[config.mk]
export PLATFORM = sky130hd
export DESIGN_NAME = ex_operand_sel
export DESIGN_NICKNAME = d
export VERILOG_FILES = /design/src/ex_pkg.sv /design/src/ex_operand_sel.sv
export VERILOG_INCLUDE_DIRS = /design/src
export SDC_FILE = /design/constraint.sdc
export NUM_CORES = 1
export LEC_CHECK = 0
export BUFFER_PORTS_ARGS = -buffer_cell sky130_fd_sc_hd__buf_2
export CAP_MARGIN = 20
export CORE_AREA = 10 10 156 158
export DETAILED_ROUTE_END_ITERATION = 8
export DIE_AREA = 0 0 166 168
export PLACE_DENSITY = 0.48
export SYNTH_ARGS = -nofsm -noshare
export SYNTH_HDL_FRONTEND = slang
export SYNTH_SLANG_ARGS = --single-unit
[constraint.sdc]
create_clock -name vclk -period 1.6
set_clock_uncertainty 0.15 [all_clocks]
set_input_delay 0.24 -clock vclk [all_inputs]
set_output_delay 0.24 -clock vclk [all_outputs]
set_load 0.05 [all_outputs]
[src/ex_macros.svh]
/*
 * widths, lane count, multiplier latency and completion queue sizing
 * shared by the execute stage; include wherever one of these is needed
 */

`ifndef EX_MACROS_SVH
`define EX_MACROS_SVH

// datapath and tag widths
`define EX_XLEN 32
`define EX_TAG_W 6

// multiplier pool
`define EX_MUL_NUM 2
`define EX_MUL_CYCLES 3

// completion queue
`define EX_CQ_DEPTH 8
// issue stops when fewer free entries than this remain
`define EX_CQ_HEADROOM 4

`endif

[src/ex_pkg.sv]
/*
 * enums and packed structs carried between the execute stage blocks:
 * the issue packet, selected operands, result and predictor update
 */

`include "ex_macros.svh"

package ex_pkg;

	////////////////////////////////////////////////////////////////////////////
	// encodings
	////////////////////////////////////////////////////////////////////////////

	typedef enum logic [1:0] {
		ALU,
		BR,
		MULT
	} ex_channel_e;

	typedef enum logic [1:0] {
		OPA_IS_RS1,
		OPA_IS_PC,
		OPA_IS_ZERO
	} ex_opa_sel_e;

	typedef enum logic {
		OPB_IS_RS2,
		OPB_IS_IMM
	} ex_opb_sel_e;

	typedef enum logic [3:0] {
		ALU_ADD,
		ALU_SUB,
		ALU_AND,
		ALU_OR,
		ALU_XOR,
		ALU_SLT,
		ALU_SLTU,
		ALU_SLL,
		ALU_SRL,
		ALU_SRA,
		ALU_MUL,
		ALU_MULH,
		ALU_MULHSU,
		ALU_MULHU
	} ex_alu_func_e;

	////////////////////////////////////////////////////////////////////////////
	// packets
	////////////////////////////////////////////////////////////////////////////

	// one issued instruction, imm already sign-extended
	typedef struct packed {
		logic                 valid;
		ex_channel_e          channel;
		ex_opa_sel_e          opa_sel;
		ex_opb_sel_e          opb_sel;
		ex_alu_func_e         alu_func;
		logic [2:0]           funct3;
		logic                 cond_branch;
		logic                 uncond_branch;
		logic [`EX_XLEN-1:0]  pc;
		logic [`EX_XLEN-1:0]  pred_npc;
		logic [`EX_XLEN-1:0]  rs1_value;
		logic [`EX_XLEN-1:0]  rs2_value;
		logic [`EX_XLEN-1:0]  imm;
		logic [`EX_TAG_W-1:0] dest_tag;
	} ex_issue_pkt_t;

	// muxed operands plus the packet they came from
	typedef struct packed {
		logic [`EX_XLEN-1:0] opa;
		logic [`EX_XLEN-1:0] opb;
		ex_issue_pkt_t       pkt;
	} ex_op_t;

	typedef struct packed {
		logic                 valid;
		logic [`EX_XLEN-1:0]  pc;
		logic [`EX_XLEN-1:0]  pred_npc;
		logic [`EX_TAG_W-1:0] dest_tag;
		logic [`EX_XLEN-1:0]  result;
		logic                 take_branch;
		logic                 is_branch;
	} ex_result_pkt_t;

	// branch target buffer / predictor update
	typedef struct packed {
		logic                valid;
		logic [`EX_XLEN-1:0] pc;
		logic [`EX_XLEN-1:0] target_pc;
		logic                taken;
	} ex_btb_upd_t;

endpackage

[src/ex_operand_sel.sv]
/*
 * input side of the execute stage: operand A/B muxes and the decode of
 * the packet's channel into one start strobe per functional path
 */

module ex_operand_sel
	import ex_pkg::*;
(
	input  ex_issue_pkt_t issue,
	output ex_op_t        op,
	output logic          alu_start,
	output logic          br_start,
	output logic          mul_start
);

	// operand A
	always_comb begin
		case (issue.opa_sel)
			OPA_IS_RS1: op.opa = issue.rs1_value;
			OPA_IS_PC:  op.opa = issue.pc;
			default:    op.opa = '0;
		endcase
	end

	// operand B
	always_comb begin
		case (issue.opb_sel)
			OPB_IS_IMM: op.opb = issue.imm;
			default:    op.opb = issue.rs2_value;
		endcase
	end

	assign op.pkt = issue;

	// at most one strobe, and only for a valid packet
	always_comb begin
		alu_start = 1'b0;
		br_start  = 1'b0;
		mul_start = 1'b0;
		if (issue.valid) begin
			case (issue.channel)
				ALU:     alu_start = 1'b1;
				BR:      br_start  = 1'b1;
				MULT:    mul_start = 1'b1;
				default: ;
			endcase
		end
	end

endmodule

==> out/results.ini <==
[global_routing]
gr-usage-met3_pct=4.59
grt_pass1_vias=2730
grt.overflow.total=0
grt_usage_pct=8.82
antenna_found_initial=1
grt_pass1_wl_um=19300
grt_max_degree=28
use_met1_pct=9.29
top_usage_layer=met2
use_met2_pct=15.6

[finish]
nNetsFinal=623
area_growth_pct=34.7
n_sequential_cell=0
regArea_um2=0
insertedDiodeCount=0
final_area_mm2=0.00326
clock_buffers=0
drive_above_1_share_pct=91.8

[sta]
setup_viol=0
hold_ws_ps=330
fin_setup_tns_ps=0
worstMarginPinSlew_ps=323
rsz0062_at_grt=no
fmax_ghz=0.661
hold_viol_final=0
slew_violations=0
slew_headroom_pct=78.6
min_period_ps=1510
period_share_pct=94.5

[routing]
drc=0
via_per_inst=3.28
vias=2361
ant_nets=0
first_pass_iters=4
post_drt_wl_per_cell_um=19.3
wirelength_um=13900
drt_iter0_markers=47

[synthesis]
synth_top_area_share_pct=56.4
syn_inst=291
ys_warn_count=0
syn_area_per_cell_um2=8.32
synth_common_cells=buf_4 (182), mux2i_1 (32), nor2_1 (32)
ys_seq_area_share_pct=0
yosys-top-cells-area=buf_4 (56%), mux2_4 (19%), mux2i_1 (13%)
yosysMostFrequentCell=buf_4
syn_nets=472
yosys.area.top_type=buf_4
syn-cell-area_mm2=0.00242
synth_cell_type_count=10

[critical_path]
end_kind=output pin
critPathMaxFanout=27
arrival_ps=1120
crit_type=in2out
cp.required_ps=1210
critPathLaunchType=input pin

[hold_path]
hold_path.class=in2out
min_path_cells=0
min_to=op[168]
hold_start=issue[168]

[place]
placedInstanceArea_mm2=0.00326
dp_hpwl_um=13200
port_buffers=335
gp_congestion=0.823

[pwr]
peakVddDrop_uv=274
powerDensity_mw_per_mm2=609
p_leak_nw=1.95
p_total_mw=1.99

[die]
core-area_mm2=0.0214
dieWidth_um=166
num_rows=54
io_pins=429
die_area_mm2=0.0279
die_h_um=168
start_util_pct=11.3

[clock_network]
postCtsHoldBufs=0
cts_setup_buffers=0
cts_resized=0

[job]
drv_cap=0

[outcome]
outcome=finished clean

per-layer routing:
| metal | part of all wire [%] | wire (µm) |
|---|---|---|
| met1 | 36 | 5020 |
| met2 | 48 | 6690 |
| met3 | 14 | 1940 |
| met4 | 1.5 | 211 |
| met5 | 0 | 0 |
kinds of logic (layout without fill, tap and decap cells):
group | count (synthesis) | count (layout) | synth area share [%]
muxes | 64 | 64 | 32.8
buffers and inverters | 192 | 341 | 61.2
and+or+nand+nor | 35 | 35 | 6.00
per-stage QoR:
stage	setup WS (ps)	cells	util (%)
after floorplan	67.2	291	-
after global placement	88.2	720	15.2
after detailed placement	87.4	720	15.2
after CTS	84.9	720	15.2
after global routing	51.4	720	15.2
final	87.4	720	15.2
critical path: stages:
cell    delay [ps]
buf_2          110
buf_12         220
mux2_4         320
buf_2          210
power breakdown:
group | internal [mW] | switching (mW) | leakage, nW | total, mW
sequential | 0 | 0 | 0 | 0
combinational | 0.528 | 1.46 | 1.95 | 1.99
clock | 0 | 0 | 0 | 0
total | 0.528 | 1.46 | 1.95 | 1.99
how the worst max path moves through the flow:
stage               startpoint  cells past startpoint  endpoint
floorplan           issue[176]                      3   op[241]
global placement    issue[175]                      4   op[211]
detailed placement  issue[175]                      4   op[208]
CTS                 issue[175]                      4   op[208]
global route        issue[175]                      4   op[187]
finish              issue[175]                      4   op[210]
area by class of cell:
class | count | area, µm²
Fill cell | 2472 | 18200
Tap cell | 280 | 350
Timing Repair Buffer | 341 | 1890
Multi-Input combinational cell | 99 | 1020
cell usage in the layout, fill, tap and decap left out:
cell type | Yosys | routed
mux2_4 | 30 | 30
buf_4 | 182 | 2
buf_12 | 3 | 12
buf_2 | 0 | 327
nor2_1 | 32 | 2
nor2_2 | 0 | 30
nor3b_2 | 0 | 1
and3b_1 | 2 | 2
mux2i_1 | 32 | 32
mux2_2 | 2 | 2
Note: power is estimated with default switching activity, not from simulation.
