$ cat config.mk
export PLATFORM = sky130hd
export DESIGN_NAME = ex_complete_queue
export DESIGN_NICKNAME = d
export VERILOG_FILES = /design/src/ex_pkg.sv /design/src/ex_complete_queue.sv
export VERILOG_INCLUDE_DIRS = /design/src
export SDC_FILE = /design/constraint.sdc
export NUM_CORES = 2
export LEC_CHECK = 0
export CELL_PAD_IN_SITES_DETAIL_PLACEMENT = 1
export CELL_PAD_IN_SITES_GLOBAL_PLACEMENT = 2
export CORE_MARGIN = 2
export CORE_UTILIZATION = 39
export DETAILED_ROUTE_END_ITERATION = 7
export DONT_BUFFER_PORTS = 1
export PLACE_DENSITY = 0.81
export SYNTH_ARGS = -nofsm -noshare
export SYNTH_HDL_FRONTEND = slang
export SYNTH_SLANG_ARGS = --single-unit
$ cat constraint.sdc
create_clock -name clock -period 11.5 [get_ports clock]
set_input_delay 2.3 -clock clock [delete_from_list [all_inputs] [get_ports clock]]
set_output_delay 2.3 -clock clock [all_outputs]
set_load 0.01 [all_outputs]
$ cat src/ex_macros.svh
/*
 * widths, lane count, multiplier latency and completion queue sizing
 * shared by the execute stage; include wherever one of these is needed
 */

`ifndef EX_MACROS_SVH
`define EX_MACROS_SVH

// datapath and tag widths
`define EX_XLEN 32
`define EX_TAG_W 6

// multiplier pool
`define EX_MUL_NUM 2
`define EX_MUL_CYCLES 3

// completion queue
`define EX_CQ_DEPTH 8
// issue stops when fewer free entries than this remain
`define EX_CQ_HEADROOM 4

`endif

$ cat src/ex_pkg.sv
/*
 * enums and packed structs carried between the execute stage blocks:
 * the issue packet, selected operands, result and predictor update
 */

`include "ex_macros.svh"

package ex_pkg;

	////////////////////////////////////////////////////////////////////////////
	// encodings
	////////////////////////////////////////////////////////////////////////////

	typedef enum logic [1:0] {
		ALU,
		BR,
		MULT
	} ex_channel_e;

	typedef enum logic [1:0] {
		OPA_IS_RS1,
		OPA_IS_PC,
		OPA_IS_ZERO
	} ex_opa_sel_e;

	typedef enum logic {
		OPB_IS_RS2,
		OPB_IS_IMM
	} ex_opb_sel_e;

	typedef enum logic [3:0] {
		ALU_ADD,
		ALU_SUB,
		ALU_AND,
		ALU_OR,
		ALU_XOR,
		ALU_SLT,
		ALU_SLTU,
		ALU_SLL,
		ALU_SRL,
		ALU_SRA,
		ALU_MUL,
		ALU_MULH,
		ALU_MULHSU,
		ALU_MULHU
	} ex_alu_func_e;

	////////////////////////////////////////////////////////////////////////////
	// packets
	////////////////////////////////////////////////////////////////////////////

	// one issued instruction, imm already sign-extended
	typedef struct packed {
		logic                 valid;
		ex_channel_e          channel;
		ex_opa_sel_e          opa_sel;
		ex_opb_sel_e          opb_sel;
		ex_alu_func_e         alu_func;
		logic [2:0]           funct3;
		logic                 cond_branch;
		logic                 uncond_branch;
		logic [`EX_XLEN-1:0]  pc;
		logic [`EX_XLEN-1:0]  pred_npc;
		logic [`EX_XLEN-1:0]  rs1_value;
		logic [`EX_XLEN-1:0]  rs2_value;
		logic [`EX_XLEN-1:0]  imm;
		logic [`EX_TAG_W-1:0] dest_tag;
	} ex_issue_pkt_t;

	// muxed operands plus the packet they came from
	typedef struct packed {
		logic [`EX_XLEN-1:0] opa;
		logic [`EX_XLEN-1:0] opb;
		ex_issue_pkt_t       pkt;
	} ex_op_t;

	typedef struct packed {
		logic                 valid;
		logic [`EX_XLEN-1:0]  pc;
		logic [`EX_XLEN-1:0]  pred_npc;
		logic [`EX_TAG_W-1:0] dest_tag;
		logic [`EX_XLEN-1:0]  result;
		logic                 take_branch;
		logic                 is_branch;
	} ex_result_pkt_t;

	// branch target buffer / predictor update
	typedef struct packed {
		logic                valid;
		logic [`EX_XLEN-1:0] pc;
		logic [`EX_XLEN-1:0] target_pc;
		logic                taken;
	} ex_btb_upd_t;

endpackage

$ cat src/ex_complete_queue.sv
/*
 * completion queue: takes the ALU/branch and the multiplier result each
 * edge (in that order), registers one entry per cycle to the output and
 * derives the predictor update and the correct-prediction flag
 */

`include "ex_macros.svh"

module ex_complete_queue
	import ex_pkg::*;
(
	input  logic           clock,
	input  logic           rst,
	input  ex_result_pkt_t alu_res,
	input  ex_result_pkt_t mul_res,
	output ex_result_pkt_t out_pkt,
	output logic           no_output,
	output logic           queue_ready,
	output logic           correct_predict,
	output ex_btb_upd_t    btb_upd
);

	localparam int PTR_W = $clog2(`EX_CQ_DEPTH);
	localparam int CNT_W = $clog2(`EX_CQ_DEPTH + 1) + 1;

	ex_result_pkt_t      mem [`EX_CQ_DEPTH];
	logic [PTR_W-1:0]    head;
	logic [PTR_W-1:0]    tail;
	logic [CNT_W-1:0]    count;
	logic                empty;
	ex_result_pkt_t      in_pkt [2];
	logic [1:0]          n_in;
	logic [1:0]          n_wr;
	logic [CNT_W-1:0]    count_next;
	logic [`EX_XLEN-1:0] actual_npc;

	////////////////////////////////////////////////////////////////////////////
	// write side
	////////////////////////////////////////////////////////////////////////////

	// compact the incoming results, alu/branch first
	assign in_pkt[0] = alu_res.valid ? alu_res : mul_res;
	assign in_pkt[1] = mul_res;
	assign n_in      = {1'b0, alu_res.valid} + {1'b0, mul_res.valid};
	assign empty     = (count == '0);

	// empty queue bypasses the first incoming result to the output
	assign n_wr       = (empty && n_in != 2'd0) ? n_in - 2'd1 : n_in;
	assign count_next = count + CNT_W'(n_wr) - CNT_W'(!empty);

	always_ff @(posedge clock) begin
		if (empty) begin
			if (n_in == 2'd2)
				mem[tail] <= in_pkt[1];
		end else begin
			if (n_in != 2'd0)
				mem[tail] <= in_pkt[0];
			if (n_in == 2'd2)
				mem[tail + 1'b1] <= in_pkt[1];
		end
	end

	always_ff @(posedge clock) begin
		if (rst) begin
			head  <= '0;
			tail  <= '0;
			count <= '0;
		end else begin
			if (!empty)
				head <= head + 1'b1;
			tail  <= tail + PTR_W'(n_wr);
			count <= count_next;
		end
	end

	////////////////////////////////////////////////////////////////////////////
	// read side
	////////////////////////////////////////////////////////////////////////////

	always_ff @(posedge clock) begin
		out_pkt <= empty ? in_pkt[0] : mem[head];
		if (rst)
			out_pkt.valid <= 1'b0;
	end

	assign no_output   = !out_pkt.valid;
	assign queue_ready = (CNT_W'(`EX_CQ_DEPTH) - count) >= CNT_W'(`EX_CQ_HEADROOM);

	// predictor update, branches only
	assign btb_upd.valid     = out_pkt.valid && out_pkt.is_branch;
	assign btb_upd.pc        = out_pkt.pc;
	assign btb_upd.target_pc = out_pkt.result;
	assign btb_upd.taken     = out_pkt.take_branch;

	assign actual_npc      = out_pkt.take_branch ? out_pkt.result : out_pkt.pc + 32'd4;
	assign correct_predict = !btb_upd.valid || (actual_npc == out_pkt.pred_npc);

	// issuer and mul pool together must respect the headroom
	a_no_overflow: assert property (@(posedge clock) disable iff (rst)
		count_next <= CNT_W'(`EX_CQ_DEPTH))
		else $error("completion queue overflow");

endmodule

==> flow_summary_export.csv <==
group,metric,value,unit
clock_tree,clk_latency,0.71,ns
yosys,synth_most_common_cell,"a21oi_1",
critical_path,cp_num_buf_inv,0,
job,drv_cap,0,
routing,drt_iter0_drc,3215,
floorplan,initial_core_util,39.42,%
timing,hold_ws,0.4818,ns
yosys,syn_area_per_cell,11.49,µm²
clock_tree,clock-sinks,959,
yosys,synthFlopType,"edfxtp_1",
critical_path,r2r_cells,11,
critical_path,cpPeakStageDelay,1.26,ns
yosys,synth_area_leaders,"edfxtp_1, a21oi_1, mux4_2, nor2_1, dfxtp_1",
clock_tree,cts_buffer_depth,3,
worst_hold_path,hold_path_class,"flop to flop",
finish,fin_nets,4098,
power_and_ir_drop,power_density,283.3,nW/µm²
routing,wire_per_inst,30.82,µm
floorplan,die-area,126200,µm²
critical_path,worstReg2RegStart,"count[2]",
yosys,yosys.area_share.simple,9.546,%
timing,rsz0062_at_grt,"false",
timing,slew_headroom,15.02,%
finish,regArea,27620,µm²
yosys,synth_top_area_share,52.44,%
timing,max_freq,124.5,MHz
yosys,ys_ff_latch,959,
critical_path,timing.critical_path.mode_cell,"a22oi_1",
yosys,synth-edff-count,840,
timing,hold_viol_final,0,
routing,totalWireLength,172400,µm
placement,hpwl,103900,µm
yosys,async_flop_share,0,%
placement,port_buffers,0,
power_and_ir_drop,power.leakage,17.63,nW
critical_path,crit_family,"simple AND/OR/NAND/NOR gates",
finish,fill_cells,12838,
routing,vias,33506,
routing,antenna_left,0,
clock_tree,cts_tree,"built",
routing,drc_errors,0,
status,status,"completed",
clock_tree,cts.repair.resized,0,
critical_path,crit_required,9.20,ns
global_route,first_global_vias,34586,
clock_tree,post_cts_buffers,0,
critical_path,worstPathArrival,5.73,ns
yosys,yosysUniqueCellTypes,61,
power_and_ir_drop,ir_drop,250.4,µV
finish,area_growth,8.722,%
critical_path,crit_chain,"nand4_1, nor4_2, mux2_2, a22oi_1, a22oi_1, or4_1, o31ai_1",
timing,fin_crit_sh,69.82,%
worst_hold_path,min_from,"head[1]",
clock_tree,cts_buffers,108,
finish,drive_above_1_share,11.66,%
yosys,yosysWarnings,0,
yosys,synth_top_cells_by_count,"a21oi_1, nor2_1, edfxtp_1, clkbuf_1, mux4_2",
clock_tree,cts_hold_buf,0,
yosys,synthAdderAreaFrac,0.4994,%
global_route,grt_start_max_net_pins,141,
finish,multi_input_area,18530,µm²
timing,tightestPinTransition,1.264,ns
yosys,yosysTopAreaCell,"edfxtp_1",
floorplan,core_area,122000,µm²
yosys,synth_area,48100,µm²
yosys,synth_cells,4185,
clock_tree,htreeDepth,3,
clock_tree,clk_pin_slew,0.06,ns
global_route,grt_pass1_wl,248300,µm
floorplan,io_pins,386,
clock_tree,root_buffer,"clkbuf_16",
global_route,antenna_found_initial,6,
critical_path,end_kind,"primary output",
timing,setup_violations,0,
placement,gp_congestion,0.8661,
floorplan,die-width,355.2,µm
floorplan,fp.dieH,355.2,µm
timing,setup_tns,0,ns
yosys,syn-num-nets,4415,
routing,dr.pass1.iters,5,
yosys,yosysSeqAreaShare,57.39,%
timing,fin_skew,0.01950,ns
critical_path,crit_type,"flop to primary output",
critical_path,worst_r2r_endpoint,"mem[2][38]",
timing,period_needed,8.029,ns
yosys,synthMuxAreaShare,14.25,%
critical_path,rrSetupSlack,6.02,ns
yosys,synth_xor_area_share,1.293,%
routing,vias_per_cell,5.991,
critical_path,start_kind,"flop",
worst_hold_path,hold_depth,2,
floorplan,rows,128,
critical_path,crit_fanout,14,
global_route,grt_overflow,0,
yosys,synth_compound_area_share,12.54,%
timing,final_max_slew_viol_count,0,
critical_path,crit_slowest_cell,"nor4_2",
yosys,synth_top_family_by_area,"multiplexers",
global_route,grtUsageTotal,27.09,%
-- stage by stage --
| step | area [µm²] | std cells | util [%] | power [mW] | setup WS (ns) |
|---|---|---|---|---|---|
| 5_1_grt | 52290 | 5591 | 42.85 | 15.53 | 3.127 |
| 3_3_place_gp | 48750 | 5383 | 39.95 | 11.25 | 4.406 |
| 3_5_place_dp | 48750 | 5383 | 39.95 | 11.39 | 4.334 |
| 4_1_cts | 52280 | 5588 | 42.84 | 14.90 | 3.563 |
| 6_report | 52300 | 5593 | 42.85 | 14.81 | 3.471 |
| 2_1_floorplan | 48110 | 4185 | - | 9.537 | 0.06114 |
-- tightest hold or removal path, cell delays in order, from the launching register on --
cell     delay, ns
dfxtp_1       0.31
nand2_1       0.06
a21oi_1       0.07
-- cell families (layout without fill, tap and decap cells) --
family          Yosys count  count (layout)
compound gates         1124            1124
xor+xnor                 71              71
fa+ha+maj                18              18
buf+inv                 506             284
flops                   959             959
mux                     422             422
other cells               0               5
simple gates           1085            1085
-- layout make-up --
class                      count  share of cell area, %
antenna                        5                0.02393
clock buffer                 169                  5.988
clock inverter                36                 0.7632
inverter                      22                 0.1579
multi-input combinational   2720                  35.43
sequential                   959                  52.81
tap                         1625                  3.888
timing repair buffer          57                 0.9379
-- state kept, by name, indices dropped and copies added (netlist names), named ones only --
name	flops
mem	840
btb_upd	65
out_pkt	40
count	5
head	3
tail	3
-- metal layers --
| layer | vias up | wire length (µm) | global-route usage (%) |
|---|---|---|---|
| met1 | 17321 | 69240 | 34.62 |
| met5 | - | 34 | 0 |
| met4 | 4 | 4008 | 6.797 |
| met2 | 1280 | 80340 | 43.73 |
| li1 | 14699 | - | - |
| met3 | 202 | 18730 | 9.749 |
-- worst max-delay path by stage --
stage / from / to / slack [ns] / depth (start not counted)
after global routing: btb_upd[39] / correct_predict / 3.13 / 7
after CTS: btb_upd[39] / correct_predict / 3.56 / 7
final: btb_upd[39] / correct_predict / 3.47 / 7
after detailed placement: btb_upd[39] / correct_predict / 4.33 / 7
after floorplan: mul_res[104] / mem[3][0] / 0.06 / 7
after global placement: btb_upd[39] / correct_predict / 4.41 / 7
-- where the power goes --
part           total (mW)  leakage, nW  internal [mW]  switching, mW
clock network        3.51         1.72           2.03           1.48
logic                5.03         7.24           1.95           3.08
registers            6.28         8.67           5.08           1.20
total                14.8         17.6           9.06           5.76
-- layout by cell type (no fill, tap or decap), drive strengths merged, types with 10 or more instances in the layout --
| master | Yosys | routed |
|---|---|---|
| a21oi | 957 | 957 |
| nor2 | 866 | 866 |
| edfxtp | 840 | 840 |
| mux4 | 210 | 210 |
| mux2i | 208 | 208 |
| clkbuf | 370 | 169 |
| dfxtp | 119 | 119 |
| nor2b | 112 | 112 |
| a211oi | 107 | 107 |
| buf | 114 | 57 |
| xnor2 | 41 | 41 |
| xor2 | 30 | 30 |
| inv | 22 | 28 |
| nand3 | 21 | 21 |
| nand2 | 20 | 20 |
| clkinv | 0 | 20 |
| o21ai | 18 | 18 |
| ha | 16 | 16 |
| nand4 | 15 | 15 |
| nor4 | 13 | 13 |
| nand2b | 10 | 10 |
(Power assumes the default switching activity.)
